<file path="src/cnn_consts.svh">
`ifndef CNN_CONSTS_SVH
`define CNN_CONSTS_SVH

// ============================================================
// Image geometry and memory
// ============================================================
`define CNN_IMG_DIM       64
`define CNN_PIX_W         8
`define CNN_MEM_DEPTH     1024
`define CNN_ADDR_W        10
// Row in high six bits, column in low six
`define CNN_OUT_ADDR_W    12

// ============================================================
// Code 128-C mark
// ============================================================
`define CNN_CODE_W        11
`define CNN_STOP_W        13
// Start, three symbols, stop
`define CNN_MARK_W        57
`define CNN_MARK_ROWS     10
`define CNN_START_CODE    11'b110_1001_1100
`define CNN_ONE_CODE      11'b110_0110_1100
`define CNN_TWO_CODE      11'b110_0110_0110
`define CNN_THREE_CODE    11'b100_1001_1000
`define CNN_STOP_CODE     13'b1_1000_1110_1011

// ============================================================
// Arithmetic and weight load
// ============================================================
`define CNN_ROUND_BIAS    64
`define CNN_ROUND_SHIFT   7
`define CNN_WEIGHT_WORDS  3

`endif

</file>
<file path="src/cnn_pkg.sv">
`default_nettype none

`include "cnn_consts.svh"

package cnn_pkg;

	// Wishbone classic master request
	typedef struct packed {
		logic                   cyc;
		logic                   stb;
		logic                   we;
		logic [`CNN_ADDR_W-1:0] adr;
		logic [31:0]            dat;
	} wb_req_t;

	// Wishbone classic slave response
	typedef struct packed {
		logic        ack;
		logic [31:0] dat;
	} wb_rsp_t;

	// Barcode result, valid is a one-cycle strobe at scan end
	typedef struct packed {
		logic       valid;
		logic [1:0] ker;
		logic [1:0] str;
		logic [1:0] dil;
	} conv_cfg_t;

	// One convolution result
	typedef struct packed {
		logic [`CNN_PIX_W-1:0]      data;
		logic [`CNN_OUT_ADDR_W-1:0] addr;
	} conv_out_t;

	// Nine weights, element 0 is the top-left tap
	typedef logic [8:0][`CNN_PIX_W-1:0] weights_t;

endpackage

`default_nettype wire

</file>
<file path="src/img_loader.sv">
`default_nettype none

`include "cnn_consts.svh"

module img_loader
	import cnn_pkg::*;
(
	input  wire logic        i_clk,
	input  wire logic        i_rst_n,
	input  wire logic        i_in_valid,
	input  wire logic [31:0] i_in_data,
	output logic             o_in_ready,
	output wb_req_t          o_wb,
	input  wire wb_rsp_t     i_wb,
	output logic             o_img_done,
	input  wire conv_cfg_t   i_cfg,
	output weights_t         o_weights,
	output logic             o_w_load_done,
	output logic             o_cfg_bad
);

	typedef enum logic [2:0] {S_START, S_IMG, S_WAIT_CFG, S_WEI, S_DONE} ld_state_t;

	ld_state_t  state_q;
	logic [1:0] wcnt_q;
	logic [3:0] w_base;
	logic       take;

	assign take   = i_in_valid & o_in_ready;
	assign w_base = {wcnt_q, 2'b00};

	// ============================================================
	// Phase FSM
	// ============================================================
	always_ff @(posedge i_clk or negedge i_rst_n) begin
		if (!i_rst_n) begin
			state_q       <= S_START;
			o_in_ready    <= 1'b0;
			o_wb          <= '0;
			wcnt_q        <= 2'd0;
			o_img_done    <= 1'b0;
			o_w_load_done <= 1'b0;
			o_cfg_bad     <= 1'b0;
		end else begin
			o_img_done    <= 1'b0;
			o_w_load_done <= 1'b0;
			o_cfg_bad     <= 1'b0;
			case (state_q)
				S_START: begin
					o_in_ready <= 1'b1;
					state_q    <= S_IMG;
				end
				S_IMG: begin
					// Accepted word becomes a write, ready drops until its stb cycle
					if (take) begin
						o_wb.cyc   <= 1'b1;
						o_wb.stb   <= 1'b1;
						o_wb.we    <= 1'b1;
						o_wb.dat   <= i_in_data;
						o_in_ready <= 1'b0;
					end else if (i_wb.ack) begin
						o_wb.cyc <= 1'b0;
						o_wb.stb <= 1'b0;
					end
					// Reopen in the ack cycle, except after the last word
					if (o_wb.stb && !i_wb.ack && o_wb.adr != `CNN_ADDR_W'(`CNN_MEM_DEPTH - 1)) begin
						o_in_ready <= 1'b1;
					end
					if (i_wb.ack) begin
						o_wb.adr <= o_wb.adr + 1'b1;
						if (o_wb.adr == `CNN_ADDR_W'(`CNN_MEM_DEPTH - 1)) begin
							o_img_done <= 1'b1;
							state_q    <= S_WAIT_CFG;
						end
					end
				end
				S_WAIT_CFG: begin
					// Zero kernel field marks a rejected barcode
					if (i_cfg.valid) begin
						if (i_cfg.ker != 2'd0) begin
							o_in_ready <= 1'b1;
							state_q    <= S_WEI;
						end else begin
							o_cfg_bad <= 1'b1;
							state_q   <= S_DONE;
						end
					end
				end
				S_WEI: begin
					if (take) begin
						wcnt_q <= wcnt_q + 1'b1;
						if (wcnt_q == 2'(`CNN_WEIGHT_WORDS - 1)) begin
							o_in_ready    <= 1'b0;
							o_w_load_done <= 1'b1;
							state_q       <= S_DONE;
						end
					end
				end
				default: begin
					o_in_ready <= 1'b0;
				end
			endcase
		end
	end

	// Weights in raster tap order, last word carries one in its top byte
	always_ff @(posedge i_clk) begin
		if (state_q == S_WEI && take) begin
			for (int k = 0; k < 4; k++) begin
				if (w_base + 4'(k) < 4'd9) begin
					o_weights[w_base + 4'(k)] <= i_in_data[31 - 8 * k -: 8];
				end
			end
		end
	end

endmodule

`default_nettype wire

</file>
<file path="config.mk">
export PLATFORM = sky130hd
export DESIGN_NAME = img_loader
export DESIGN_NICKNAME = d
export VERILOG_FILES = /design/src/cnn_pkg.sv /design/src/img_loader.sv
export VERILOG_INCLUDE_DIRS = /design/src
export SDC_FILE = /design/constraint.sdc
export NUM_CORES = 1
export LEC_CHECK = 0
export ABC_AREA = 1
export BUFFER_PORTS_ARGS = -buffer_cell sky130_fd_sc_hd__clkbuf_2
export CORE_MARGIN = 2
export CORE_UTILIZATION = 50
export DETAILED_ROUTE_END_ITERATION = 8
export MAX_ROUTING_LAYER = met4
export PLACE_DENSITY = 0.83
export SYNTH_ARGS = -nofsm -noshare
export SYNTH_HDL_FRONTEND = slang
export SYNTH_SLANG_ARGS = --single-unit
</file>
<file path="constraint.sdc">
create_clock -name i_clk -period 6.4 [get_ports i_clk]
set_input_delay 0.32 -clock i_clk [delete_from_list [all_inputs] [get_ports i_clk]]
set_output_delay 0.32 -clock i_clk [all_outputs]
set_load 0.02 [all_outputs]
</file>
==> impl_results.md <==
- Synth Net Count: 455
- Skew-Pair Late Insertion Delay: about 0.5 ns
- Worst-Margin Slew: around 1.2 ns
- Worst VDD drop: 0.147 mV
- Average cell area after synthesis: between 10 and 15 um^2
- TritonCTS clock tree: built
- Synthesized area: about 4700 um^2
- Post-CTS Resized: 0
- RSZ-0062 raised after global routing: no
- Fin. max-slew vios: 0
- Lkg Pwr: 3.02 nW
- Max Freq: ~380 MHz
- Final Power: 1.82 mW
- Simple-Gate Fraction of Synth Area: 0.173
- Initial antenna violation count: 0
- Synth Area in Compound Gates: 0.0129
- DR vias: 3,303
- Synth Instances: ~370
- # Post-CTS Setup Buffers: 0
- Worst R2R Setup Slack: 3.76 ns
- Hold buffers post-CTS: 2
- All-Layer GR Usage: 0.217
- PD cells: between 200 and 300 nW/um^2
- Crit path max fanout: 27
- Most common cell after layout, fill and taps aside: clkbuf_2
- Fin Setup TNS: 0 ns
- Worst min path class: primary input to flop
- Initial core utilization: 0.509
- Final Wtd Congestion: ~0.78
- Total congestion overflow: 0
- Die area: slightly above 10,000 um^2
- Critical Path End Type: flop
- Post-synthesis sequential area ratio: 0.749
- Slew headroom: 0.197
- Core area: between 9000 and 10,000 um^2
- Layout cells sized above 1: 0.359
- Yosys top cell area share: 0.464
- Post-Synth Adder-Cell Area: 0.0161
- Largest family of logic cells by synthesized area: simple AND/OR/NAND/NOR gates
- Crit path kind: flop to flop
- Max-cap violation count: 0
- Crit share post-route: 0.413
- I/O Pins: roughly 200
- YS warnings: 0
- CP Launch Type: flop
- Syn-to-layout area delta: 32.5%
- CTS root buffer: clkbuf_8
- Critical Path RT: 6.51 ns
- CTS buffer count: 17
- Mux cell area share after synthesis: 0
- CTS Sinks: 125
- Die H: between 100 and 150 um
- DRT iter0 DRCs: about 110
- Commonest cells after routing, fill and taps aside: clkbuf_2 (159), nand2_1 (105), edfxtp_1 (72)
- Dominant cells by area after synthesis: edfxtp_1 (46%), dfrtp_1 (28%), nand2_1 (8.5%)
- CP endpoint: o_weights[1]$_DFFE_PP_
- FF+latch count, synth: roughly 130
- Outcome: completed
- Final setup fails: 0
- Post-synthesis xor/xnor area fraction: 0.0150
- Antenna diode count: 0
- Fillers: 680
- Nets: 628
- Reg2reg end: o_weights[1]$_DFFE_PP_
- CTS max path bufs: 2
- Dpl hpwl: 6860 um
- Min cycle time layout: between 2 and 3 ns
- Worst reg2reg startpoint: o_in_ready$_DFFE_PN0P_
- Vias in the first global route: about 3,300
- Final Hold Viols: 0
- Antenna Nets Post-Route: 0
- Mean number of vias per cell: roughly 5
- H-tree depth: 4
- Number of I/O port buffers: about 160
- Initial DRT Pass Iterations: 4
- Cell taking the most area after synthesis: edfxtp_1
- Routed len/inst: approximately 15 um
- Arrival time worst endpoint: 2.75 ns
- Die Width: 101 um
- Clk slew on worst S/H paths: ~0.060 ns
- Worst R2R Path Depth: 4
- Netlist cell types: 27
- Pin count of the biggest net entering global routing: between 50 and 60
- Worst Skew: about 0.0094 ns
- # DRC: 0
- Crit path launch: o_in_ready$_DFFE_PN0P_
- WL final: between 10,000 and 15,000 um
- Row cnt: 35
- Global-route wire length before repair: approximately 16,000 um
-- power breakdown --
group	switching, mW	total, mW	internal [mW]
logic	0.0209	0.0321	0.0113
clock network	0.343	0.934	0.591
registers	0.000746	0.854	0.853
total	0.364	1.82	1.46
-- cells in the mapped netlist (all sizes together) --
library cell / n
xor2: 3
nand3b: 2
dfrtp: 53
a21oi: 2
edfxtp: 72
buf: 8
nand4: 2
ha: 6
nand2: 107
o21ai: 10
nor3b: 1
nand3: 32
nor2: 39
clkbuf: 2
inv: 28
nor3: 2
xnor2: 5
-- critical path, stage by stage (launching register included) --
cell and delay [ns]:
dfrtp_1 0.37, nand2_1 0.09, inv_2 0.41, nand2_1 0.38, nor3_1 1.00
-- state kept, by name (all words and copies together), names as in the netlist --
register / cells
o_weights: 72
o_w_load_done: 1
o_img_done: 1
o_cfg_bad: 1
state_q: 3
o_wb: 44
wcnt_q: 2
o_in_ready: 1
-- metrics by stage --
| step | hold WS, ns | util | worst slack [ns] | instance area (um^2) | cells |
|---|---|---|---|---|---|
| floorplan | 0.0244 | - | 4.37 | 4660 | 374 |
| global placement | 0.447 | 0.608 | 3.73 | 5570 | 637 |
| detailed placement | 0.455 | 0.608 | 3.64 | 5570 | 637 |
| CTS | 0.00119 | 0.674 | 3.66 | 6170 | 671 |
| global route | 0.00497 | 0.674 | 3.44 | 6170 | 671 |
| finish | 0.0295 | 0.674 | 3.76 | 6170 | 671 |
-- layer usage --
| metal | track usage | share of wire |
|---|---|---|
| met5 | - | 0 |
| met4 | 0.0664 | 0.0060 |
| met3 | 0.0506 | 0.053 |
| met2 | 0.362 | 0.52 |
| met1 | 0.265 | 0.42 |
-- area by class of cell --
cell class,count,area (um^2),share of cell area
clock buffer,17,414,0.0671
clock inverter,15,171,0.0278
tap,111,139,0.0225
timing repair buffer,164,838,0.136
inverter,28,108,0.0174
multi-input combinational,211,1010,0.164
sequential,125,3490,0.565
-- worst min-delay path by stage --
stage                     depth (start not counted)                 endpoint                  from
after floorplan                                   0      o_cfg_bad$_DFF_PN0_               i_rst_n
after global placement                            2     o_wb[42]$_DFFE_PN0P_  o_wb[42]$_DFFE_PN0P_
after detailed placement                          2     o_wb[42]$_DFFE_PN0P_  o_wb[42]$_DFFE_PN0P_
after CTS                                         1  o_weights[43]$_DFFE_PP_         i_in_data[19]
after global routing                              1  o_weights[43]$_DFFE_PP_         i_in_data[19]
final                                             1  o_weights[20]$_DFFE_PP_         i_in_data[12]
-- logic make-up after synthesis --
kind of cell	Yosys count
and+or+nand+nor	185
buffers and inverters	38
DFF	125
adders and majority gates	6
xor gates and xnor gates	8
AOI/OAI and AO/OA	12
Power figures use the tool's default switching activity.
