==> src/cnn_consts.svh <==
`ifndef CNN_CONSTS_SVH
`define CNN_CONSTS_SVH

// ============================================================
// Image geometry and memory
// ============================================================
`define CNN_IMG_DIM       64
`define CNN_PIX_W         8
`define CNN_MEM_DEPTH     1024
`define CNN_ADDR_W        10
// Row in high six bits, column in low six
`define CNN_OUT_ADDR_W    12

// ============================================================
// Code 128-C mark
// ============================================================
`define CNN_CODE_W        11
`define CNN_STOP_W        13
// Start, three symbols, stop
`define CNN_MARK_W        57
`define CNN_MARK_ROWS     10
`define CNN_START_CODE    11'b110_1001_1100
`define CNN_ONE_CODE      11'b110_0110_1100
`define CNN_TWO_CODE      11'b110_0110_0110
`define CNN_THREE_CODE    11'b100_1001_1000
`define CNN_STOP_CODE     13'b1_1000_1110_1011

// ============================================================
// Arithmetic and weight load
// ============================================================
`define CNN_ROUND_BIAS    64
`define CNN_ROUND_SHIFT   7
`define CNN_WEIGHT_WORDS  3

`endif

==> src/cnn_pkg.sv <==
`default_nettype none

`include "cnn_consts.svh"

package cnn_pkg;

	// Wishbone classic master request
	typedef struct packed {
		logic                   cyc;
		logic                   stb;
		logic                   we;
		logic [`CNN_ADDR_W-1:0] adr;
		logic [31:0]            dat;
	} wb_req_t;

	// Wishbone classic slave response
	typedef struct packed {
		logic        ack;
		logic [31:0] dat;
	} wb_rsp_t;

	// Barcode result, valid is a one-cycle strobe at scan end
	typedef struct packed {
		logic       valid;
		logic [1:0] ker;
		logic [1:0] str;
		logic [1:0] dil;
	} conv_cfg_t;

	// One convolution result
	typedef struct packed {
		logic [`CNN_PIX_W-1:0]      data;
		logic [`CNN_OUT_ADDR_W-1:0] addr;
	} conv_out_t;

	// Nine weights, element 0 is the top-left tap
	typedef logic [8:0][`CNN_PIX_W-1:0] weights_t;

endpackage

`default_nettype wire

==> src/mem_arbiter.sv <==
`default_nettype none

module mem_arbiter
	import cnn_pkg::*;
#(
	parameter type T_REQ = wb_req_t
) (
	input  wire logic    i_clk,
	input  wire logic    i_rst_n,
	input  wire T_REQ    i_req_ld,
	input  wire T_REQ    i_req_cv,
	input  wire T_REQ    i_req_bc,
	output wb_rsp_t      o_rsp_ld,
	output wb_rsp_t      o_rsp_cv,
	output wb_rsp_t      o_rsp_bc,
	output T_REQ         o_req_mem,
	input  wire wb_rsp_t i_rsp_mem
);

	localparam logic [1:0] G_NONE = 2'd0;
	localparam logic [1:0] G_LD   = 2'd1;
	localparam logic [1:0] G_CV   = 2'd2;
	localparam logic [1:0] G_BC   = 2'd3;

	logic [1:0] gnt_q;
	logic [1:0] gnt;
	logic       hold;

	// ============================================================
	// Grant selection
	// ============================================================
	always_comb begin
		// Current owner keeps the bus while its cycle lasts
		case (gnt_q)
			G_LD:    hold = i_req_ld.cyc;
			G_CV:    hold = i_req_cv.cyc;
			G_BC:    hold = i_req_bc.cyc;
			default: hold = 1'b0;
		endcase
		// Fixed priority: loader, conv engine, barcode reader
		if (hold) begin
			gnt = gnt_q;
		end else if (i_req_ld.cyc) begin
			gnt = G_LD;
		end else if (i_req_cv.cyc) begin
			gnt = G_CV;
		end else if (i_req_bc.cyc) begin
			gnt = G_BC;
		end else begin
			gnt = G_NONE;
		end
	end

	always_ff @(posedge i_clk or negedge i_rst_n) begin
		if (!i_rst_n) begin
			gnt_q <= G_NONE;
		end else begin
			gnt_q <= gnt;
		end
	end

	// ============================================================
	// Request mux and response routing
	// ============================================================
	always_comb begin
		case (gnt)
			G_LD:    o_req_mem = i_req_ld;
			G_CV:    o_req_mem = i_req_cv;
			G_BC:    o_req_mem = i_req_bc;
			default: o_req_mem = '0;
		endcase
	end

	// Only the owner sees ack
	assign o_rsp_ld = (gnt == G_LD) ? i_rsp_mem : '0;
	assign o_rsp_cv = (gnt == G_CV) ? i_rsp_mem : '0;
	assign o_rsp_bc = (gnt == G_BC) ? i_rsp_mem : '0;

endmodule

`default_nettype wire

==> config.mk <==
export PLATFORM = sky130hd
export DESIGN_NAME = mem_arbiter
export DESIGN_NICKNAME = d
export VERILOG_FILES = /design/src/cnn_pkg.sv /design/src/mem_arbiter.sv
export VERILOG_INCLUDE_DIRS = /design/src
export SDC_FILE = /design/constraint.sdc
export NUM_CORES = 1
export LEC_CHECK = 0
export BUFFER_PORTS_ARGS = -buffer_cell sky130_fd_sc_hd__buf_2
export CAP_MARGIN = 20
export CELL_PAD_IN_SITES_DETAIL_PLACEMENT = 0
export CELL_PAD_IN_SITES_GLOBAL_PLACEMENT = 1
export CORE_MARGIN = 10
export CORE_UTILIZATION = 17
export CTS_CLUSTER_SIZE = 25
export DETAILED_ROUTE_END_ITERATION = 6
export HOLD_SLACK_MARGIN = 0.03
export PLACE_DENSITY_LB_ADDON = 0.1
export REMOVE_ABC_BUFFERS = 1
export SYNTH_ARGS = -nofsm -noshare
export SYNTH_HDL_FRONTEND = slang
export SYNTH_SLANG_ARGS = --single-unit
==> constraint.sdc <==
create_clock -name i_clk -period 2.1 [get_ports i_clk]
set_input_delay 0 -clock i_clk [delete_from_list [all_inputs] [get_ports i_clk]]
set_output_delay 0 -clock i_clk [all_outputs]
set_load 0.01 [all_outputs]
==> impl_metrics.env, run 1 <==
export IMPL_status="completed"
export IMPL_design_area_um2=3850
export IMPL_grt_met2_usage_pct=29.31
export IMPL_synth_commonest_cells="and3_1 (66), mux2i_1 (44), and2_1 (33)"
export IMPL_die_w_um=127.7
export IMPL_grt_overflow=0
export IMPL_syn_area_per_cell_um2=8.463
export IMPL_seq_area_um2=50.05
export IMPL_fill_cells=1263
export IMPL_fp_row_count=39
export IMPL_yosysMostFrequentCell="and3_1"
export IMPL_die_h_um=127.7
export IMPL_reg2reg_depth=3
export IMPL_clockBufferDepth=2
export IMPL_dp_cells=669
export IMPL_vias_per_cell=4.529
export IMPL_clk_pin_slew_ps=30
export IMPL_synth_area_leader_cell="o2bb2ai_2"
export IMPL_reg_top3="gnt_q: 2 flops"
export IMPL_ant_nets=0
export IMPL_clk_latency_ps=220
export IMPL_p_per_area_nw_per_um2=416.5
export IMPL_ys_flop_type="dfrtp_1"
export IMPL_cp_cell_sequence="mux2_2, a2bb2oi_4, buf_4, mux2i_1, o2bb2ai_2, buf_2"
export IMPL_synth_seq_cells=2
export IMPL_htreeDepth=1
export IMPL_hold_path_class="input port to asynchronous set/reset pin"
export IMPL_synth_yosys_seq_area_share_pct=2.538
export IMPL_worst_pin_slew_ps=594.3
export IMPL_fin_crit_ps=1998
export IMPL_critPathSlowestCell="mux2_2"
export IMPL_core_um2=11370
export IMPL_grt_first_pass_wirelength_um=20240
export IMPL_use_met3_pct=7.279
export IMPL_synthArstFlopShare_pct=100.0
export IMPL_rsz0062_at_grt="no"
export IMPL_grt_pass1_vias=3288
export IMPL_synth_top_area_share_pct=22.84
export IMPL_dp_hpwl_um=11880
export IMPL_numClockSinks=2
export IMPL_multiInputGateArea_um2=1739
export IMPL_antenna_found_initial=1
export IMPL_cts_tree="yes"
export IMPL_cp_data_arrival_time_ps=2000
export IMPL_vdd_drop_max_v=0.0002488
export IMPL_drt_initial_drc_count=102
export IMPL_synth_edf_count=0
export IMPL_rrSetupSlack_ps=890
export IMPL_cp_max_fo=9
export IMPL_synth_top_cells_by_area="o2bb2ai_2 (23%), mux2i_1 (22%), and3_1 (21%)"
export IMPL_synth_cells=233
export IMPL_synthesis_area_um2=1972
export IMPL_r2r_start="gnt_q[0]"
export IMPL_max_freq_mhz=500.4
export IMPL_power_mw=1.604
export IMPL_p_leak_nw=2.425
export IMPL_top_register="gnt_q"
export IMPL_antennaDiodeCount=0
export IMPL_drv_slew=0
export IMPL_finalHoldViolCount=0
export IMPL_met1_usage_pct=15.49
export IMPL_totalWireLength_um=14690
export IMPL_min_period_over_period_pct=95.16
export IMPL_cts_root_buf="clkbuf_16"
export IMPL_port_buffers=313
export IMPL_setup_viol=0
export IMPL_drive_above_1_share_pct=69.09
export IMPL_end_kind="output port"
export IMPL_grt_max_degree=50
export IMPL_syn2layout_area_growth_pct=95.24
export IMPL_critical_path_required_ps=2100
export IMPL_wl_per_cell_um=21.60
export IMPL_setup_tns_ps=0
export IMPL_largest_register_ffs=2
export IMPL_cts_made_buffers=3
export IMPL_final_core_util_pct=33.86
export IMPL_max_stage_delay_ps=380
export IMPL_drc=0
export IMPL_initial_utilization_pct=17.34
export IMPL_synth_warnings=0
export IMPL_nNetsFinal=709
export IMPL_gp_congestion=0.8038
export IMPL_critPathKind="flip-flop to output port"
export IMPL_vias=3080
export IMPL_finClkSkew_ps=0.1867
export IMPL_synth_cell_type_count=21
export IMPL_relSlewSlack_pct=60.37
export IMPL_stdcell_count=680
export IMPL_busiest_layer="met2"
export IMPL_io_pin_count=314
export IMPL_die_area_um2=16310
export IMPL_reg2reg_to="gnt_q[1]"
export IMPL_grt_usage_pct=15.58
export IMPL_place_area_um2=3666
export IMPL_drtPass1Iterations=4
export IMPL_timing_critical_path_from="gnt_q[0]"
export IMPL_drv_cap=0
export IMPL_critPathLaunchType="flip-flop"
## cell type report
class | instances | area share (%)
Clock buffer | 3 | 1.950
Inverter | 3 | 0.2925
Multi-Input combinational cell | 198 | 45.17
Sequential cell | 2 | 1.300
Tap cell | 143 | 4.647
Timing Repair Buffer | 331 | 46.64
## cell families (layout without fill, tap and decap cells)
family	count (synthesis)	count (layout)	synth area share, %
simple gates	105	105	33.06
compound gates	47	47	31.47
mux	46	46	23.48
buf+inv	33	337	9.454
flops	2	2	2.538
## per-stage QoR
step / hold slack [ps] / setup slack, ps
detailed placement: -208.8 / 271.4
global route: 139.6 / 6.116
finish: 122.8 / 101.7
CTS: 129.4 / 37.95
floorplan: -295.6 / -1069
global placement: -211.5 / 319.9
## metal layers
metal	vias up	wire, um	share of wire, %
met3	4	1783	12
met5	-	0	0
met4	0	85	0.58
li1	1486	-	-
met1	1397	5260	36
met2	193	7560	51
## worst max path at each step
stage,endpoint,slack [ps],depth (start not counted)
floorplan,o_rsp_cv[0],-1070,5
global placement,o_req_mem[42],320,7
detailed placement,o_req_mem[42],270,5
CTS,o_req_mem[42],40,5
global route,o_req_mem[10],6,6
finish,o_req_mem[10],100,6
## power breakdown
part	switching (mW)	internal (mW)	leakage [nW]	total, mW
Clock	0.0456	0.242	0.0370	0.288
Combinational	0.675	0.592	2.37	1.27
Sequential	0.00535	0.0433	0.0226	0.0486
## cells in the final DEF (no fill, tap or decap)
cell type,synthesis,routed
buf_2,6,313
and3_1,66,66
mux2i_1,44,44
and2_1,33,33
o2bb2ai_2,30,30
o2bb2ai_1,14,14
buf_4,4,8
clkbuf_16,0,5
nand2_1,3,3
buf_6,5,3
buf_12,0,3
inv_1,2,2
mux2_2,2,2
dfrtp_1,2,2
or2_2,1,1
o21ai_4,1,1
inv_2,1,1
nor2_1,1,1
a2bb2oi_4,1,1
nor2_4,1,1
o21ai_2,0,1
dlygate4sd3_1,0,1
buf_8,0,1
## timing repair
item / 4_1_cts / 5_1_grt
hold buffers: 1 / 0
endpoints found under the setup margin: 0 / 43
hold endpoints to repair: 2 / 0
setup buffers: 0 / 4
gates resized for setup: 0 / 2
## worst max-delay path, delay by kind of cell (launching register included)
family,cells,cell delay [ps]
buffers and inverters,2,410
multiplexers,2,640
flip-flops,1,360
AO/OA/AOI/OAI,2,350
Note: power is estimated with default switching activity, not from simulation.
==> run 2: changes to the inputs <==
==> constraint.sdc (replaced) <==
create_clock -name i_clk -period 2.1 [get_ports i_clk]
set_input_delay 0.21 -clock i_clk [delete_from_list [all_inputs] [get_ports i_clk]]
set_output_delay 0.21 -clock i_clk [all_outputs]
set_load 0.01 [all_outputs]
==> impl_metrics.env, run 2 (same netlist as run 1, synthesis figures left out) <==
export IMPL_status="complete, but fails checks"
export IMPL_violations="setup timing"
export IMPL_critical_path_required_ps=1890
export IMPL_syn2layout_area_growth_pct=124.9
export IMPL_dp_hpwl_um=11820
export IMPL_internal_power_mw=1.074
export IMPL_vias_per_cell=4.589
export IMPL_use_met3_pct=6.203
export IMPL_io_pin_count=314
export IMPL_place_area_um2=3766
export IMPL_vias=3148
export IMPL_fin_crit_ps=2135
export IMPL_drv_slew=0
export IMPL_layout_common_cells="buf_2 (291), and3_1 (66), o2bb2ai_2 (30), mux2i_1 (24), buf_6 (24)"
export IMPL_core_um2=11370
export IMPL_end_kind="output port"
export IMPL_grt_pass1_vias=3338
export IMPL_top_register="gnt_q"
export IMPL_drive_above_1_share_pct=77.35
export IMPL_gp_congestion=0.7873
export IMPL_max_freq_mhz=468.3
export IMPL_reg_top3="gnt_q: 2 flops"
export IMPL_vdd_drop_max_v=0.0002230
export IMPL_hold_path_class="input port to asynchronous set/reset pin"
export IMPL_totalWireLength_um=14640
export IMPL_cts_root_buf="clkbuf_16"
export IMPL_rsz0062_at_grt="yes"
export IMPL_relSlewSlack_pct=79.40
export IMPL_critPathKind="flip-flop to output port"
export IMPL_grt_usage_pct=15.14
export IMPL_die_h_um=127.7
export IMPL_setup_ws_ps=-35.45
export IMPL_grt_first_pass_wirelength_um=20010
export IMPL_critPathLaunchType="flip-flop"
export IMPL_port_buffers=313
export IMPL_power_share_switching_pct=42.41
export IMPL_die_area_um2=16310
export IMPL_r2r_start="gnt_q[0]"
export IMPL_worst_pin_slew_ps=309.0
export IMPL_clockBufferDepth=2
export IMPL_p_leak_nw=2.559
export IMPL_cp_max_fo=11
export IMPL_reg2reg_to="gnt_q[1]"
export IMPL_busiest_layer="met2"
export IMPL_clk_latency_ps=220
export IMPL_min_period_over_period_pct=101.7
export IMPL_p_per_area_nw_per_um2=420.6
export IMPL_drc=0
export IMPL_finClkSkew_ps=1.324
export IMPL_grt_met2_usage_pct=28.59
export IMPL_cts_made_buffers=3
export IMPL_antennaDiodeCount=0
export IMPL_p_clk_share_pct=15.4
export IMPL_p_switching_mw=0.7910
export IMPL_drt_initial_drc_count=97
export IMPL_nNetsFinal=715
export IMPL_ant_nets=0
export IMPL_htreeDepth=1
export IMPL_drv_cap=0
export IMPL_clk_pin_slew_ps=30
export IMPL_combPwrFrac_pct=82.0
export IMPL_drtPass1Iterations=4
export IMPL_initial_utilization_pct=17.34
export IMPL_rrSetupSlack_ps=880
export IMPL_cp_data_arrival_time_ps=1930
export IMPL_cts_tree="yes"
export IMPL_power_mw=1.865
export IMPL_timing_critical_path_from="gnt_q[0]"
export IMPL_largest_register_ffs=2
export IMPL_die_w_um=127.7
export IMPL_numClockSinks=2
export IMPL_seqPwrFrac_pct=2.6
export IMPL_finalHoldViolCount=0
export IMPL_fp_row_count=39
export IMPL_layout_commonest_cell="buf_2"
export IMPL_design_area_um2=4434
export IMPL_met1_usage_pct=15.72
export IMPL_setup_viol=35
export IMPL_reg2reg_depth=4
export IMPL_grt_overflow=0
export IMPL_grt_max_degree=46
export IMPL_wl_per_cell_um=21.34
export IMPL_antenna_found_initial=0
-- run 2: worst max path at each step --
stage	to	cells past startpoint
finish	o_rsp_cv[32]	8
global route	o_req_mem[15]	7
CTS	o_req_mem[42]	7
detailed placement	o_req_mem[17]	8
global placement	o_req_mem[17]	8
floorplan	o_rsp_cv[0]	5
-- run 2: repair_timing --
action	in CTS	in global routing
gates resized for setup	9	86
endpoints found under the setup margin	54	77
buffers inserted	0	3
endpoints found under the hold margin	2	0
gates cloned	0	5
pin swaps	0	6
hold buffers	1	0
-- run 2: routing by layer --
metal / part of all wire (%) / up-vias
met2: 53 / 198
met4: 0.43 / 0
met1: 35 / 1445
met5: 0 / -
met3: 12 / 6
li1: - / 1499
-- run 2: power groups by stage --
stage	combinational (mW)	sequential [mW]	clock, mW
final	1.53	0.0480	0.287
after global routing	1.64	0.0489	0.296
after CTS	1.32	0.0476	0.290
after detailed placement	1.29	0.0471	0
after global placement	1.29	0.0464	0
after floorplan	0.614	0.0480	0
-- run 2: cell type report --
| class | instances | area, um2 |
|---|---|---|
| clock buffer | 3 | 75.07 |
| inverter | 3 | 11.26 |
| tap | 143 | 178.9 |
| multi-input combinational | 198 | 2002 |
| fill | 1195 | 6935 |
| sequential | 2 | 50.05 |
| timing repair buffer | 337 | 2117 |
-- run 2: critical path, cell delays in order, from the launching register on --
cell	delay (ps)
dfrtp_1	410
mux2_4	340
a2bb2oi_4	140
buf_12	160
nor2_4	50
buf_8	140
clkbuf_16	160
and2_1	150
buf_2	140
-- run 2: metrics by stage --
stage / setup TNS (ps) / setup slack, ps / util, % / cells / hold slack [ps]
after global routing: -4774 / -95.10 / 39.00 / 686 / 347.7
after detailed placement: 0 / 121.8 / 33.12 / 675 / 1.802
after global placement: 0 / 132.3 / 33.12 / 675 / -1.165
final: -581.1 / -35.45 / 39.00 / 686 / 317.2
after CTS: -479.0 / -35.50 / 34.30 / 679 / 327.6
after floorplan: -94260 / -1279 / - / 203 / -85.59
==> run 3: changes to the inputs <==
MAX_ROUTING_LAYER = met4   (was default)
==> impl_metrics.env, run 3 (same netlist as run 1, synthesis figures left out) <==
export IMPL_crit_end="o_rsp_cv[16]"
export IMPL_fp_row_count=39
export IMPL_timing_critical_path_from="gnt_q[0]"
export IMPL_antenna_found_initial=0
export IMPL_rsz0062_at_grt="yes"
export IMPL_drv_slew=0
export IMPL_preCtsSetupSlack_ps=121.8
export IMPL_drive_above_1_share_pct=74.68
export IMPL_crit_path_frequent_cell="buf_12"
export IMPL_worst_pin_slew_ps=306.6
export IMPL_die_w_um=127.7
export IMPL_vias_per_cell=4.558
export IMPL_setup_viol=39
export IMPL_cp_cell_sequence="mux2_4, a2bb2oi_4, buf_12, nor2_4, buf_12, buf_12, and2_1, buf_2"
export IMPL_gp_congestion=0.7983
export IMPL_cts_made_buffers=3
export IMPL_max_stage_delay_ps=410
export IMPL_clockBufferDepth=2
export IMPL_grt_overflow=0
export IMPL_relSlewSlack_pct=79.56
export IMPL_drv_cap=0
export IMPL_fin_crit_ps=2126
export IMPL_finalHoldViolCount=0
export IMPL_violations="setup timing"
export IMPL_max_freq_mhz=470.3
export IMPL_port_buffers=313
export IMPL_hold_ws_ps=317.7
export IMPL_wl_per_cell_um=21.15
export IMPL_reg2reg_to="gnt_q[1]"
export IMPL_vias=3118
export IMPL_largest_register_ffs=2
export IMPL_drt_initial_drc_count=100
export IMPL_stdcell_count=684
export IMPL_end_kind="output port"
export IMPL_die_h_um=127.7
export IMPL_die_area_um2=16310
export IMPL_io_pin_count=314
export IMPL_numClockSinks=2
export IMPL_status="complete, but fails checks"
export IMPL_reg2reg_depth=4
export IMPL_critPathSlowestCell="dfrtp_1"
export IMPL_hold_path_class="input port to asynchronous set/reset pin"
export IMPL_reg_top3="gnt_q: 2 flops"
export IMPL_cts_tree="yes"
export IMPL_dp_cells=675
export IMPL_htreeDepth=1
export IMPL_drtPass1Iterations=4
export IMPL_dp_hpwl_um=11820
export IMPL_layout_commonest_cell="buf_2"
export IMPL_clk_pin_slew_ps=30
export IMPL_clk_latency_ps=220
export IMPL_initial_utilization_pct=17.34
export IMPL_totalWireLength_um=14470
export IMPL_grt_max_degree=46
export IMPL_cts_root_buf="clkbuf_16"
export IMPL_critPathKind="flip-flop to output port"
export IMPL_syn2layout_area_growth_pct=117.1
export IMPL_grt_usage_pct=15.57
export IMPL_p_per_area_nw_per_um2=419.3
export IMPL_grt_pass1_vias=3354
export IMPL_vdd_drop_max_v=0.0002182
export IMPL_min_period_over_period_pct=101.2
export IMPL_p_leak_nw=2.522
export IMPL_cp_max_fo=23
export IMPL_antennaDiodeCount=0
export IMPL_grt_first_pass_wirelength_um=19930
export IMPL_critPathLaunchType="flip-flop"
export IMPL_core_um2=11370
export IMPL_finClkSkew_ps=1.421
export IMPL_top_register="gnt_q"
export IMPL_r2r_start="gnt_q[0]"
export IMPL_layout_common_cells="buf_2 (299), and3_1 (66), o2bb2ai_2 (30), mux2i_1 (29), and2_1 (19)"
export IMPL_drc=0
export IMPL_ant_nets=0
export IMPL_critical_path_required_ps=1890
export IMPL_rrSetupSlack_ps=890
export IMPL_cp_data_arrival_time_ps=1920
export IMPL_nNetsFinal=713
export IMPL_setup_ws_ps=-26.18
run 3: cell types whose count changed in the layout (fill, tap and decap cells not counted):
cell | previous run | this run
clkbuf_16 | 7 | 6
mux2i_4 | 14 | 11
mux2i_1 | 24 | 29
and2_1 | 10 | 19
buf_6 | 24 | 15
buf_2 | 291 | 299
mux2i_2 | 6 | 4
and2_4 | 23 | 14
run 3: report_power, final:
part / switching [mW] / internal [mW] / total, mW
registers: 0.00456 / 0.0433 / 0.0478
logic: 0.722 / 0.739 / 1.46
clock network: 0.0440 / 0.242 / 0.286
total: 0.770 / 1.02 / 1.79
run 3: worst max-delay path: cells and delay by family, from the launching register on:
family	cells	cell delay, ps
compound gates	1	140
buf+inv	4	590
flops	1	410
mux	1	340
simple gates	2	200
run 3: worst min-delay path by stage:
stage / slack (ps) / depth (start not counted) / start / to
after floorplan: -90 / 0 / i_rst_n / gnt_q[0]
after global placement: -1 / 1 / i_rst_n / gnt_q[1]
after detailed placement: 2 / 1 / i_rst_n / gnt_q[0]
after CTS: 330 / 2 / i_rst_n / gnt_q[1]
after global routing: 350 / 2 / i_rst_n / gnt_q[0]
final: 320 / 2 / i_rst_n / gnt_q[1]
run 3: metal layers:
metal  vias up  part of all wire [%]  track usage [%]
li1       1504                     -                -
met1      1414                    38            17.33
met2       196                    53            28.65
met3         4                   8.8            3.391
met4         0                  0.28            1.589
met5         -                     0                -
run 3: cell type report:
cell class,instances,area [um2]
multi-input cells,198,1934
fillers,1226,7089
inverters,3,11.26
flip-flops and latches,2,50.05
clock buffers,3,75.07
repair buffers,335,2031
well taps,143,178.9
run 3: repair_timing:
| item | in CTS | in global routing |
|---|---|---|
| gates resized for setup | 9 | 56 |
| endpoints found under the hold margin | 2 | 0 |
| cloned | 0 | 4 |
| setup buffers | 0 | 1 |
| hold buffers | 1 | 0 |
| setup endpoints to repair | 54 | 77 |
| pin swaps | 0 | 19 |
run 3: per-stage QoR:
stage          power (mW)  area [um2]  utilization, %  TNS, ps
2_1_floorplan      0.6617        1797               -   -94260
3_3_place_gp        1.337        3766           33.12        0
3_5_place_dp        1.337        3766           33.12        0
4_1_cts             1.653        3900           34.30   -479.0
5_1_grt             1.913        4280           37.65    -4780
6_report            1.795        4280           37.65   -486.2
