## config.mk

```make
export PLATFORM = sky130hd
export DESIGN_NAME = conv_engine
export DESIGN_NICKNAME = d
export VERILOG_FILES = /design/src/cnn_pkg.sv /design/src/conv_engine.sv
export VERILOG_INCLUDE_DIRS = /design/src
export SDC_FILE = /design/constraint.sdc
export NUM_CORES = 1
export LEC_CHECK = 0
export ABC_AREA = 1
export CAP_MARGIN = 20
export CORE_AREA = 2 2 159 161
export CTS_CLUSTER_SIZE = 28
export DETAILED_ROUTE_END_ITERATION = 8
export DIE_AREA = 0 0 161 163
export DONT_BUFFER_PORTS = 1
export PLACE_DENSITY = 0.62
export SYNTH_ARGS = -nofsm -noshare
export SYNTH_HDL_FRONTEND = slang
export SYNTH_SLANG_ARGS = --single-unit
export TNS_END_PERCENT = 30
```

## constraint.sdc

```tcl
create_clock -name i_clk -period 9.8 [get_ports i_clk]
set_input_delay 0.49 -clock i_clk [delete_from_list [all_inputs] [get_ports i_clk]]
set_output_delay 0.49 -clock i_clk [all_outputs]
set_load 0.005 [all_outputs]
```

## src/cnn_consts.svh

```systemverilog
`ifndef CNN_CONSTS_SVH
`define CNN_CONSTS_SVH

// ============================================================
// Image geometry and memory
// ============================================================
`define CNN_IMG_DIM       64
`define CNN_PIX_W         8
`define CNN_MEM_DEPTH     1024
`define CNN_ADDR_W        10
// Row in high six bits, column in low six
`define CNN_OUT_ADDR_W    12

// ============================================================
// Code 128-C mark
// ============================================================
`define CNN_CODE_W        11
`define CNN_STOP_W        13
// Start, three symbols, stop
`define CNN_MARK_W        57
`define CNN_MARK_ROWS     10
`define CNN_START_CODE    11'b110_1001_1100
`define CNN_ONE_CODE      11'b110_0110_1100
`define CNN_TWO_CODE      11'b110_0110_0110
`define CNN_THREE_CODE    11'b100_1001_1000
`define CNN_STOP_CODE     13'b1_1000_1110_1011

// ============================================================
// Arithmetic and weight load
// ============================================================
`define CNN_ROUND_BIAS    64
`define CNN_ROUND_SHIFT   7
`define CNN_WEIGHT_WORDS  3

`endif

```

## src/cnn_pkg.sv

```systemverilog
`default_nettype none

`include "cnn_consts.svh"

package cnn_pkg;

	// Wishbone classic master request
	typedef struct packed {
		logic                   cyc;
		logic                   stb;
		logic                   we;
		logic [`CNN_ADDR_W-1:0] adr;
		logic [31:0]            dat;
	} wb_req_t;

	// Wishbone classic slave response
	typedef struct packed {
		logic        ack;
		logic [31:0] dat;
	} wb_rsp_t;

	// Barcode result, valid is a one-cycle strobe at scan end
	typedef struct packed {
		logic       valid;
		logic [1:0] ker;
		logic [1:0] str;
		logic [1:0] dil;
	} conv_cfg_t;

	// One convolution result
	typedef struct packed {
		logic [`CNN_PIX_W-1:0]      data;
		logic [`CNN_OUT_ADDR_W-1:0] addr;
	} conv_out_t;

	// Nine weights, element 0 is the top-left tap
	typedef logic [8:0][`CNN_PIX_W-1:0] weights_t;

endpackage

`default_nettype wire

```

## src/conv_engine.sv

```systemverilog
`default_nettype none

`include "cnn_consts.svh"

module conv_engine
	import cnn_pkg::*;
(
	input  wire logic      i_clk,
	input  wire logic      i_rst_n,
	input  wire conv_cfg_t i_cfg,
	input  wire weights_t  i_weights,
	input  wire logic      i_w_load_done,
	input  wire logic      i_cfg_bad,
	output wb_req_t        o_wb,
	input  wire wb_rsp_t   i_wb,
	output logic           o_out_valid,
	output conv_out_t      o_out,
	output logic           o_exe_finish
);

	typedef enum logic [1:0] {S_IDLE, S_START, S_RUN, S_DONE} cv_state_t;

	cv_state_t             state_q;
	logic [1:0]            str_q;
	logic [1:0]            dil_q;
	weights_t              weights_q;
	logic [5:0]            row_q;
	logic [5:0]            col_q;
	logic [3:0]            tap_q;
	logic signed [19:0]    acc_q;
	logic [7:0]            trow [9];
	logic [7:0]            tcol [9];
	logic [8:0]            pad;
	logic [3:0]            first_tap;
	logic [3:0]            next_tap;
	logic                  has_next;
	logic [1:0]            byte_c;
	logic [`CNN_PIX_W-1:0] pix;
	logic signed [16:0]    prod;
	logic signed [19:0]    mac_sum;
	logic signed [20:0]    rounded;
	logic signed [20:0]    shifted;
	logic [`CNN_PIX_W-1:0] clamp_val;
	logic [6:0]            col_step;
	logic [6:0]            row_step;
	logic                  last_ack;

	// Tap coordinate at offset -D, 0 or +D, out of range shows in the top bits
	function automatic logic [7:0] tap_pos(input logic [5:0] base, input logic [1:0] sel,
		input logic [1:0] d);
		logic [7:0] b;
		b = {2'b00, base};
		case (sel)
			2'd0:    tap_pos = b - {6'b0, d};
			2'd1:    tap_pos = b;
			default: tap_pos = b + {6'b0, d};
		endcase
	endfunction

	// ============================================================
	// Tap geometry for the current position
	// ============================================================
	always_comb begin
		for (int k = 0; k < 9; k++) begin
			trow[k] = tap_pos(row_q, 2'(k / 3), dil_q);
			tcol[k] = tap_pos(col_q, 2'(k % 3), dil_q);
			pad[k]  = (trow[k][7:6] != 2'b00) || (tcol[k][7:6] != 2'b00);
		end
		// Lowest unpadded tap overall and after the current one
		first_tap = 4'd4;
		next_tap  = 4'd0;
		has_next  = 1'b0;
		for (int k = 8; k >= 0; k--) begin
			if (!pad[k]) begin
				first_tap = 4'(k);
				if (4'(k) > tap_q) begin
					next_tap = 4'(k);
					has_next = 1'b1;
				end
			end
		end
	end

	// Word holds four pixels, column 0 in the top byte
	assign o_wb = '{
		cyc: state_q == S_RUN,
		stb: state_q == S_RUN,
		we:  1'b0,
		adr: {trow[tap_q][5:0], tcol[tap_q][5:2]},
		dat: '0
	};

	// ============================================================
	// MAC, rounding and clamp
	// ============================================================
	assign byte_c  = ~tcol[tap_q][1:0];
	assign pix     = i_wb.dat[{byte_c, 3'b000} +: `CNN_PIX_W];
	assign prod    = $signed({1'b0, pix}) * $signed(weights_q[tap_q]);
	assign mac_sum = acc_q + 20'(prod);
	assign rounded = 21'(mac_sum) + signed'(21'(`CNN_ROUND_BIAS));
	assign shifted = rounded >>> `CNN_ROUND_SHIFT;

	always_comb begin
		if (shifted < 0) begin
			clamp_val = '0;
		end else if (shifted > 21'sd255) begin
			clamp_val = '1;
		end else begin
			clamp_val = shifted[`CNN_PIX_W-1:0];
		end
	end

	assign last_ack = (state_q == S_RUN) && i_wb.ack && !has_next;
	assign col_step = {1'b0, col_q} + {5'b0, str_q};
	assign row_step = {1'b0, row_q} + {5'b0, str_q};

	// ============================================================
	// Position walk
	// ============================================================
	always_ff @(posedge i_clk or negedge i_rst_n) begin
		if (!i_rst_n) begin
			state_q      <= S_IDLE;
			str_q        <= 2'd0;
			dil_q        <= 2'd0;
			row_q        <= 6'd0;
			col_q        <= 6'd0;
			tap_q        <= 4'd0;
			acc_q        <= '0;
			o_out_valid  <= 1'b0;
			o_exe_finish <= 1'b0;
		end else begin
			o_out_valid <= 1'b0;
			if (i_cfg.valid && i_cfg.ker == 2'd3) begin
				str_q <= i_cfg.str;
				dil_q <= i_cfg.dil;
			end
			// Rejected barcode ends the run without outputs
			if (i_cfg_bad) begin
				o_exe_finish <= 1'b1;
			end
			case (state_q)
				S_IDLE: begin
					if (i_w_load_done) begin
						state_q <= S_START;
					end
				end
				S_START: begin
					tap_q   <= first_tap;
					acc_q   <= '0;
					state_q <= S_RUN;
				end
				S_RUN: begin
					if (i_wb.ack) begin
						acc_q <= mac_sum;
						tap_q <= next_tap;
					end
					if (last_ack) begin
						o_out_valid <= 1'b1;
						state_q     <= S_START;
						if (col_step < 7'(`CNN_IMG_DIM)) begin
							col_q <= col_step[5:0];
						end else begin
							col_q <= 6'd0;
							row_q <= row_step[5:0];
							if (row_step >= 7'(`CNN_IMG_DIM)) begin
								state_q <= S_DONE;
							end
						end
					end
				end
				default: begin
					o_exe_finish <= 1'b1;
				end
			endcase
		end
	end

	always_ff @(posedge i_clk) begin
		if (i_w_load_done) begin
			weights_q <= i_weights;
		end
		if (last_ack) begin
			o_out.data <= clamp_val;
			o_out.addr <= {row_q, col_q};
		end
	end

endmodule

`default_nettype wire

```

==> results.py, run 1 <==
metrics = {
    "route": {
        "routed_met3_length_mm": 1.838,
        "drt_first_pass_iters": 5,
        "detail_route.drc_violations": 0,
        "wl_per_cell_um": 16.82,
        "postRouteAntennaNets": 0,
        "detail_route.iter0.violations": 544,
        "wl_met2_mm": 12.52,
        "dr.max_layer_used": "met5",
        "via_count": 8286,
        "wl_met1_mm": 11.85,
        "detail_route.wirelength_mm": 26.91,
        "via_per_inst": 5.179,
    },
    "floorplanning": {
        "floorplan.die.width_um": 161,
        "coreArea_um2": 24670,
        "rows": 58,
        "die_height_um": 163,
        "die_area_um2": 26240,
        "initial_utilization_pct": 43.94,
        "floorplan.io_pins": 183,
    },
    "sta": {
        "fin_tns_setup_ns": 0,
        "final_period_minus_worst_setup_slack_ns": 8.346,
        "final_max_slew_viol_count": 0,
        "unrepaired_setup_endpoints_after_global_routing": "false",
        "report.final.setup_viol": 0,
        "worst_pin_slew_ns": 1.002,
        "timing.slew.headroom_pct": 33.22,
        "fmaxAchievable_mhz": 119.8,
        "layout_worst_path_cycle_share_pct": 85.16,
        "timing_hold_violations_final": 0,
        "final.setup_skew_ns": 0.01438,
    },
    "cts": {
        "postCtsSetupRepairBufs": 0,
        "clock_latency_on_the_worst_skew_pair_ns": 0.43,
        "number_of_buffers_inserted_during_clock_tree_synthesis": 17,
        "cts_num_sinks": 136,
        "cts.path.max_buffers": 2,
        "cts_tree": "yes",
        "htree_num_levels": 4,
        "path_clk_slew_ns": 0.06,
        "clk_root_buffer_cell": "sky130_fd_sc_hd__clkbuf_16",
        "post_cts_hold_buffer_count": 2,
        "cts-resized-gates": 0,
    },
    "synth": {
        "post_synth_inst_count": 1261,
        "yosys.area.top_type_share_pct": 25.48,
        "synth_enable_flop_cells": 92,
        "synthTopCellsByArea": "sky130_fd_sc_hd__edfxtp_1, sky130_fd_sc_hd__fa_1, sky130_fd_sc_hd__dfrtp_1, sky130_fd_sc_hd__ha_1, sky130_fd_sc_hd__nand2_1",
        "asyncSetResetFlopFracSynth_pct": 32.35,
        "cell_variety_after_synth": 54,
        "yosys_warnings": 0,
        "ys_seq_elements": 136,
        "average_cell_area_after_synthesis_um2": 8.598,
        "post-synth-top-area-cell": "sky130_fd_sc_hd__edfxtp_1",
        "yosys_most_used_dff": "sky130_fd_sc_hd__edfxtp_1",
        "synth_sequential_area_ratio_pct": 35.64,
        "post_synth_instance_area_um2": 10840,
    },
    "setup_path": {
        "timing.critical_path.mode_cell": "sky130_fd_sc_hd__nand2_1",
        "crit_type": "register to register",
        "crit_arrival_ns": 8.52,
        "cp_data_required_time_ns": 9.97,
        "crit_path_end_kind": "register",
        "worst-path-max-fanout": 25,
        "critical_path.slowest_cell": "sky130_fd_sc_hd__dfrtp_1",
        "critPathMaxStageDelay_ns": 1.00,
        "setup.worst_path.start_class": "register",
    },
    "job": {
        "cap_violations": 0,
    },
    "layout": {
        "num-nets-final": 1509,
        "layout_commonest_cell": "sky130_fd_sc_hd__nand2_1",
        "drive_gt1_share_pct": 8.596,
        "syn2layout_area_growth_pct": 6.948,
        "final_cell_mix": "sky130_fd_sc_hd__nand2_1, sky130_fd_sc_hd__inv_1, sky130_fd_sc_hd__nor2_1",
    },
    "global_routing": {
        "gr-total-overflow": 0,
        "gr-usage-all-layers_pct": 21.02,
        "first_global_vias": 8102,
        "pin_count_of_the_biggest_net_entering_global_routing": 74,
        "grt_first_pass_wirelength_mm": 42.89,
        "antenna_found_initial": 5,
    },
    "placed_design": {
        "place_congestion": 0.9087,
        "portbufs": 0,
        "place.detailed.hpwl_mm": 21.00,
    },
    "outcome": {
        "outcome": "completed",
    },
    "min_path": {
        "timing.hold.worst.class": "input pin to register",
    },
}
flip-flops by register name, indices dropped and copies added, names as in the netlist:
| signal | count |
|---|---|
| weights_q | 72 |
| acc_q | 20 |
| o_out | 20 |
| col_q | 6 |
| row_q | 6 |
| tap_q | 4 |
| dil_q | 2 |
| state_q | 2 |
| str_q | 2 |
| o_exe_finish | 1 |
| o_out_valid | 1 |
cell type report:
class | instances | area (um^2)
fillers | 2380 | 13080
multi-input cells | 888 | 5907
flip-flops and latches | 136 | 3864
inverters | 209 | 784.5
clock buffers | 19 | 432.9
well taps | 330 | 412.9
clock inverters | 13 | 143.9
repair buffers | 3 | 45.04
diodes | 2 | 5.005
kinds of logic after synthesis:
logic type                 share of synthesized area [%]
AOI/OAI and AO/OA                                  8.009
xor gates and xnor gates                           2.654
adders and majority gates                          19.87
buffers and inverters                              10.99
DFF                                                35.64
muxes                                             0.3116
other                                            0.03459
and+or+nand+nor                                    22.49
critical path, delay by kind of cell (launching register included):
family | cells | cell delay [ns]
adders and majority gates | 6 | 3.04
and+or+nand+nor | 19 | 2.65
DFF | 1 | 1.00
buffers and inverters | 4 | 0.75
AOI/OAI and AO/OA | 3 | 0.47
xor gates and xnor gates | 1 | 0.18
worst paths after layout:
| kind | end | depth (start not counted) | startpoint | slack, ns |
|---|---|---|---|---|
| max in group asynchronous | tap_q[1] | 2 | i_rst_n | 8.98 |
| worst min register to register | o_exe_finish | 1 | o_exe_finish | 0.50 |
| worst max-delay path | o_out[18] | 33 | tap_q[1] | 1.45 |
| worst min-delay path | weights_q[68] | 0 | i_weights[68] | 0.16 |
| worst max register to register | o_out[18] | 33 | tap_q[1] | 1.45 |
| min in group asynchronous | str_q[0] | 2 | i_rst_n | 0.58 |
cell usage after synthesis, types with 2 or more instances:
cell and n:
sky130_fd_sc_hd__xor2_1 27, sky130_fd_sc_hd__inv_2 17, sky130_fd_sc_hd__nand2_2 20, sky130_fd_sc_hd__o211ai_1 2, sky130_fd_sc_hd__o221ai_1 3, sky130_fd_sc_hd__mux2_2 3
sky130_fd_sc_hd__dfrtp_1 44, sky130_fd_sc_hd__nand3_4 3, sky130_fd_sc_hd__clkbuf_1 13, sky130_fd_sc_hd__buf_6 4, sky130_fd_sc_hd__nand2_1 249, sky130_fd_sc_hd__a21oi_1 27
sky130_fd_sc_hd__o31ai_1 12, sky130_fd_sc_hd__a31oi_1 3, sky130_fd_sc_hd__buf_2 2, sky130_fd_sc_hd__nor2_4 9, sky130_fd_sc_hd__o21ai_0 43, sky130_fd_sc_hd__clkinv_1 2
sky130_fd_sc_hd__nand3_2 7, sky130_fd_sc_hd__buf_4 39, sky130_fd_sc_hd__nand3_1 48, sky130_fd_sc_hd__ha_1 81, sky130_fd_sc_hd__o21ai_1 8, sky130_fd_sc_hd__inv_1 190
sky130_fd_sc_hd__and2_1 3, sky130_fd_sc_hd__nand4_1 17, sky130_fd_sc_hd__nor2_2 7, sky130_fd_sc_hd__clkbuf_2 2, sky130_fd_sc_hd__edfxtp_1 92, sky130_fd_sc_hd__nor3_1 25
sky130_fd_sc_hd__nor3_2 3, sky130_fd_sc_hd__o22ai_1 31, sky130_fd_sc_hd__fa_1 57, sky130_fd_sc_hd__a211oi_1 4, sky130_fd_sc_hd__xnor2_1 4, sky130_fd_sc_hd__nor2_1 142
layer usage:
metal	track usage, %	vias up
met5	0	-
met3	5.373	46
met4	7.833	4
met2	33.69	282
li1	-	4009
met1	27.60	3945
stage by stage:
stage	instances	setup WS (ns)	cell area, um^2	util, %	hold slack [ns]
after detailed placement	1564	1.508	10980	44.48	0.1954
after floorplan	1293	3.026	10960	-	0.1944
after global routing	1599	0.8727	11590	46.98	0.1428
final	1600	1.454	11590	46.99	0.1602
after global placement	1564	1.688	10980	44.48	0.1955
after CTS	1598	1.488	11590	46.97	0.1448
Power of run 1 is not shown: default switching activity piles up to over one toggle a cycle in this logic, so the estimate is an artifact.
==> run 2: changes to the inputs <==
--- a/config.mk
+++ b/config.mk
@@ -13,8 +13,7 @@
 export DETAILED_ROUTE_END_ITERATION = 8
 export DIE_AREA = 0 0 161 163
 export DONT_BUFFER_PORTS = 1
-export PLACE_DENSITY = 0.62
+export PLACE_DENSITY = 0.64
 export SYNTH_ARGS = -nofsm -noshare
 export SYNTH_HDL_FRONTEND = slang
 export SYNTH_SLANG_ARGS = --single-unit
-export TNS_END_PERCENT = 30
==> constraint.sdc (replaced) <==
create_clock -name i_clk -period 7 [get_ports i_clk]
set_input_delay 0.35 -clock i_clk [delete_from_list [all_inputs] [get_ports i_clk]]
set_output_delay 0.35 -clock i_clk [all_outputs]
set_load 0.005 [all_outputs]
==> run 2 against run 1 <==
  * The flow now finishes with violations (setup timing)
  * Clock skew grew 0.0037 ns
  * Final area grew 11%
  * First-iteration DRC count grew 11%
  * Cell count grew 5.8%
  * Non-clock buffer count grew 95
  * Sequential cell count is the same
  * Utilization grew 4.9 points
  * Global-route usage grew 0.97 points
  * Wire length grew 5.1%
  * Sequential share of layout area shrank 3.2 points
  * Critical path depth grew 1
  * Count of clock-buffer cells in the layout grew 2
  * Highest routed layer unchanged
==> results.py, run 2 (synthesis results as in run 1) <==
metrics = {
    "floorplanning": {
        "rows": 58,
        "coreArea_um2": 24670,
        "floorplan.io_pins": 183,
        "die_area_um2": 26240,
        "floorplan.die.width_um": 161,
        "initial_utilization_pct": 43.94,
        "die_height_um": 163,
    },
    "layout": {
        "finish.cell_count_without_fillers": 1693,
        "max_ffs_per_register": 72,
        "register_bank_with_the_most_flops": "weights_q",
        "syn2layout_area_growth_pct": 18.21,
        "final_core_utilization_pct": 51.94,
        "final_cell_mix": "sky130_fd_sc_hd__nand2_1, sky130_fd_sc_hd__inv_1, sky130_fd_sc_hd__nor2_1",
        "drive_gt1_share_pct": 22.30,
        "num-nets-final": 1604,
        "leading_registers_by_flop_count": "weights_q: 72 flops, acc_q: 20 flops, o_out: 20 flops",
        "n_antenna_cell": 0,
        "layout_commonest_cell": "sky130_fd_sc_hd__nand2_1",
    },
    "sta": {
        "final_period_minus_worst_setup_slack_ns": 7.089,
        "layout_worst_path_cycle_share_pct": 101.3,
        "timing_hold_violations_final": 0,
        "report.final.setup_viol": 8,
        "final_max_slew_viol_count": 0,
        "finalWorstSetupSlack_ns": -0.08934,
        "timing.slew.headroom_pct": 50.63,
        "final.setup_skew_ns": 0.01807,
        "unrepaired_setup_endpoints_after_global_routing": "true",
        "worst_pin_slew_ns": 0.7388,
        "fmaxAchievable_mhz": 141.1,
    },
    "global_routing": {
        "pin_count_of_the_biggest_net_entering_global_routing": 74,
        "grt_first_pass_wirelength_mm": 45.02,
        "gr-usage-all-layers_pct": 21.99,
        "first_global_vias": 8639,
        "gr-total-overflow": 0,
        "antenna_found_initial": 1,
    },
    "cts": {
        "clk_root_buffer_cell": "sky130_fd_sc_hd__clkbuf_16",
        "cts_tree": "yes",
        "number_of_buffers_inserted_during_clock_tree_synthesis": 17,
        "clock_latency_on_the_worst_skew_pair_ns": 0.43,
        "cts_num_sinks": 136,
        "cts.path.max_buffers": 2,
        "path_clk_slew_ns": 0.07,
        "htree_num_levels": 4,
    },
    "placed_design": {
        "place.detailed.hpwl_mm": 21.77,
        "portbufs": 0,
        "place_congestion": 0.9362,
        "dp.cells": 1650,
    },
    "setup_path": {
        "crit_arrival_ns": 7.27,
        "setup.worst_path.start_class": "register",
        "crit_type": "register to register",
        "crit_path_end_kind": "register",
        "timing.critical_path.mode_cell": "sky130_fd_sc_hd__fa_1",
        "critical_path.slowest_cell": "sky130_fd_sc_hd__fa_2",
        "worst-path-max-fanout": 8,
        "critPathMaxStageDelay_ns": 0.60,
        "cp_data_required_time_ns": 7.18,
    },
    "job": {
        "cap_violations": 0,
    },
    "outcome": {
        "violations_in_the_final_reports": "setup timing",
        "outcome": "finished, violations left",
    },
    "route": {
        "detail_route.drc_violations": 0,
        "drt_first_pass_iters": 5,
        "via_count": 8761,
        "via_per_inst": 5.175,
        "postRouteAntennaNets": 0,
        "detail_route.iter0.violations": 602,
        "detail_route.wirelength_mm": 28.29,
        "wl_per_cell_um": 16.71,
    },
    "min_path": {
        "timing.hold.worst.class": "input pin to register",
    },
}
==> run 2: cell types whose count changed in the layout (fill, tap and decap cells not counted), sizes merged <==
cell | previous run | this run
inv | 212 | 208
clkinv | 5 | 8
dlygate4sd3 | 1 | 4
buf | 2 | 94
diode | 2 | 0
bufinv | 2 | 1
clkbuf | 19 | 21
==> run 2: timing repair <==
| action | in CTS | in global routing |
|---|---|---|
| buffers inserted | 1 | 5 |
| endpoints found under the setup margin | 8 | 8 |
| hold buffers | 5 | 0 |
| endpoints found under the hold margin | 47 | 0 |
| cloned | 0 | 0 |
| pin swaps | 12 | 46 |
| resized for setup | 38 | 96 |
==> run 2: critical path, delay by kind of cell (launching register included) <==
kind | cells | cell delay [ns]
adder cells (fa/ha/maj) | 8 | 3.72
AND/OR/NAND/NOR | 17 | 1.64
XOR/XNOR | 1 | 0.20
buffers and inverters | 3 | 0.28
flip-flops | 1 | 0.42
AO/OA/AOI/OAI | 5 | 0.55
==> run 2: cell type report <==
cell class | instances | area, um^2
Tap cell | 330 | 412.9
Inverter | 209 | 787.0
Clock buffer | 21 | 440.4
Sequential cell | 136 | 3864
Timing Repair Buffer | 98 | 785.8
Clock inverter | 11 | 101.3
Fill cell | 2285 | 11860
Multi-Input combinational cell | 888 | 6425
==> run 2: through the flow <==
stage	setup slack, ns	hold WS [ns]	setup TNS [ns]	instance area (um^2)
after global routing	-0.3976	0.002751	-2.990	12820
after floorplan	0.2259	0.05441	0	10960
after detailed placement	-0.1807	0.05546	-1.394	11630
after CTS	0.009365	0.001725	0	12440
after global placement	-0.06825	0.05560	-0.5006	11630
final	-0.08934	0.01613	-0.6473	12820
==> run 2: worst paths after layout <==
kind	start	end	slack, ns	cells past startpoint
min reg2reg	o_exe_finish	o_exe_finish	0.50	1
max reg2reg	dil_q[0]	o_out[16]	-0.09	34
min in group asynchronous	i_rst_n	acc_q[12]	0.50	2
max	dil_q[0]	o_out[16]	-0.09	34
max in group asynchronous	i_rst_n	acc_q[17]	6.28	2
min	i_weights[64]	weights_q[64]	0.02	0
==> run 2: per-layer routing <==
metal / GRT usage [%] / routed length [um] / vias up
met5: 0 / 13 / -
met4: 8.685 / 956 / 2
met3: 4.660 / 1868 / 71
met2: 36.19 / 13340 / 316
met1: 28.50 / 12110 / 4162
li1: - / - / 4210
Power of run 2 is left out for the same reason.
==> run 3: changes to the inputs <==
--- a/config.mk
+++ b/config.mk
@@ -13,6 +13,7 @@
 export DETAILED_ROUTE_END_ITERATION = 8
 export DIE_AREA = 0 0 161 163
 export DONT_BUFFER_PORTS = 1
+export GPL_TIMING_DRIVEN = 0
 export PLACE_DENSITY = 0.64
 export SYNTH_ARGS = -nofsm -noshare
 export SYNTH_HDL_FRONTEND = slang
==> run 3 against run 2 <==
  * Utilization rose by 1.3 points
  * The run still ends with setup timing left
  * Largest cell class unchanged
  * Wire length barely moved
  * Via count is 0.60% higher
  * Critical endpoint is now o_out[13]
  * Critical path depth is 1 higher
  * Sequential cell count unchanged
  * First-iteration DRC count grew 4.7%
==> results.py, run 3 (synthesis results as in run 1) <==
metrics = {
    "route": {
        "detail_route.drc_violations": 0,
        "routed_met3_length_mm": 2.062,
        "postRouteAntennaNets": 0,
        "detail_route.iter0.violations": 630,
        "wl_per_cell_um": 16.36,
        "via_per_inst": 5.101,
        "detail_route.wirelength_mm": 28.27,
        "dr.max_layer_used": "met4",
        "wl_met2_mm": 13.50,
        "drt_first_pass_iters": 5,
        "via_count": 8814,
        "wl_met1_mm": 12.04,
    },
    "setup_path": {
        "crit_type": "register to register",
        "critPathMaxStageDelay_ns": 0.59,
        "cp_data_required_time_ns": 7.18,
        "crit_path_end_kind": "register",
        "crit_arrival_ns": 7.32,
        "top_cell_family_by_delay_on_the_critical_path": "adder cells",
        "setup.worst_path.start_class": "register",
        "critical_path.slowest_cell": "sky130_fd_sc_hd__fa_1",
        "critical_path.n_buffers_inverters": 8,
        "worst-path-max-fanout": 8,
    },
    "cts": {
        "htree_num_levels": 4,
        "number_of_buffers_inserted_during_clock_tree_synthesis": 17,
        "cts.path.max_buffers": 2,
        "cts_tree": "yes",
        "path_clk_slew_ns": 0.06,
        "cts_num_sinks": 136,
        "clk_root_buffer_cell": "sky130_fd_sc_hd__clkbuf_16",
        "clock_latency_on_the_worst_skew_pair_ns": 0.43,
    },
    "outcome": {
        "outcome": "finished, violations left",
        "violations_in_the_final_reports": "setup timing",
    },
    "layout": {
        "finalInstanceArea_um2": 13130,
        "max_ffs_per_register": 72,
        "reg_area_um2": 3867,
        "layout_commonest_cell": "sky130_fd_sc_hd__nand2_1",
        "n_antenna_cell": 0,
        "register_bank_with_the_most_flops": "weights_q",
        "multi_input_area_um2": 6392,
        "filler_cell_count": 2253,
        "leading_registers_by_flop_count": "weights_q: 72 flops, acc_q: 20 flops, o_out: 20 flops",
        "syn2layout_area_growth_pct": 21.12,
        "num-nets-final": 1639,
        "final_core_utilization_pct": 53.22,
        "final_cell_mix": "sky130_fd_sc_hd__nand2_1, sky130_fd_sc_hd__inv_1, sky130_fd_sc_hd__nor2_1",
        "drive_gt1_share_pct": 20.03,
    },
    "job": {
        "cap_violations": 0,
    },
    "sta": {
        "finalWorstSetupSlack_ns": -0.1391,
        "unrepaired_setup_endpoints_after_global_routing": "true",
        "final_max_slew_viol_count": 0,
        "final.setup_skew_ns": 0.01258,
        "worst_pin_slew_ns": 0.6439,
        "timing_hold_violations_final": 0,
        "report.final.setup_viol": 8,
        "timing.slew.headroom_pct": 56.78,
        "layout_worst_path_cycle_share_pct": 102.0,
        "final_period_minus_worst_setup_slack_ns": 7.139,
        "fmaxAchievable_mhz": 140.1,
    },
    "placed_design": {
        "post_dp_cell_area_um2": 11370,
        "place_congestion": 0.9011,
        "place.detailed.hpwl_mm": 21.22,
        "portbufs": 0,
    },
    "floorplanning": {
        "die_area_um2": 26240,
        "initial_utilization_pct": 43.94,
        "floorplan.io_pins": 183,
        "die_height_um": 163,
        "rows": 58,
        "coreArea_um2": 24670,
        "floorplan.die.width_um": 161,
    },
    "global_routing": {
        "grt_first_pass_wirelength_mm": 44.77,
        "gr-total-overflow": 0,
        "gr-usage-all-layers_pct": 21.82,
        "pin_count_of_the_biggest_net_entering_global_routing": 74,
        "first_global_vias": 8560,
        "antenna_found_initial": 1,
    },
    "min_path": {
        "timing.hold.worst.class": "input pin to register",
    },
}
==> run 3: cell count changes in the layout (fill, tap and decap cells not counted), sizes merged, moves of 2 or more <==
| cell | before | now |
|---|---|---|
| buf | 94 | 82 |
| clkbuf | 21 | 40 |
| clkinv | 8 | 5 |
| bufinv | 1 | 3 |
| dlygate4sd3 | 4 | 35 |
==> run 3: layout make-up <==
class | instances | share of cell area [%]
Inverter | 209 | 6.031
Clock buffer | 24 | 3.592
Multi-Input combinational cell | 888 | 48.68
Tap cell | 330 | 3.144
Sequential cell | 136 | 29.45
Clock inverter | 8 | 0.9338
Timing Repair Buffer | 73 | 5.021
Buffer | 60 | 3.144
==> run 3: routing by layer <==
metal	GRT usage (%)	vias up
met5	0	-
li1	-	4273
met4	7.305	0
met2	36.27	358
met1	27.99	4136
met3	5.449	47
==> run 3: worst paths after layout <==
check	from	slack [ns]	cells past startpoint	end
worst max-delay path	col_q[0]	-0.14	35	o_out[13]
worst min-delay path	i_weights[14]	0.02	0	weights_q[14]
worst max register to register	col_q[0]	-0.14	35	o_out[13]
worst min register to register	col_q[4]	0.45	0	o_out[4]
max in group asynchronous	i_rst_n	6.34	2	tap_q[0]
min in group asynchronous	i_rst_n	0.42	2	col_q[4]
==> run 3: through the flow <==
stage	setup WS [ns]	setup TNS, ns	std cells	hold slack, ns
6_report	-0.1391	-0.9834	1728	0.01864
5_1_grt	-0.4566	-3.476	1728	0.00002043
4_1_cts	-0.06338	-0.4074	1684	0.002191
3_5_place_dp	-0.8022	-6.198	1623	0.05547
3_3_place_gp	-0.7640	-6.048	1623	0.05551
2_1_floorplan	0.2259	0	1293	0.05441
==> run 3: worst register-to-register path: cells and delay by family, from the launching register on <==
kind                       cells  cell delay, ns
and+or+nand+nor               12            1.12
xor gates and xnor gates       1            0.23
adders and majority gates      9            3.64
AOI/OAI and AO/OA              5            0.68
buffers and inverters          8            0.76
DFF                            1            0.44
==> run 3: what timing repair did <==
item | in CTS | in global routing
endpoints found under the hold margin | 44 | 34
setup buffers | 27 | 10
hold buffers | 2 | 34
pin swaps | 36 | 20
gates resized for setup | 91 | 37
setup endpoints to repair | 8 | 8
Power of run 3 is left out for the same reason.
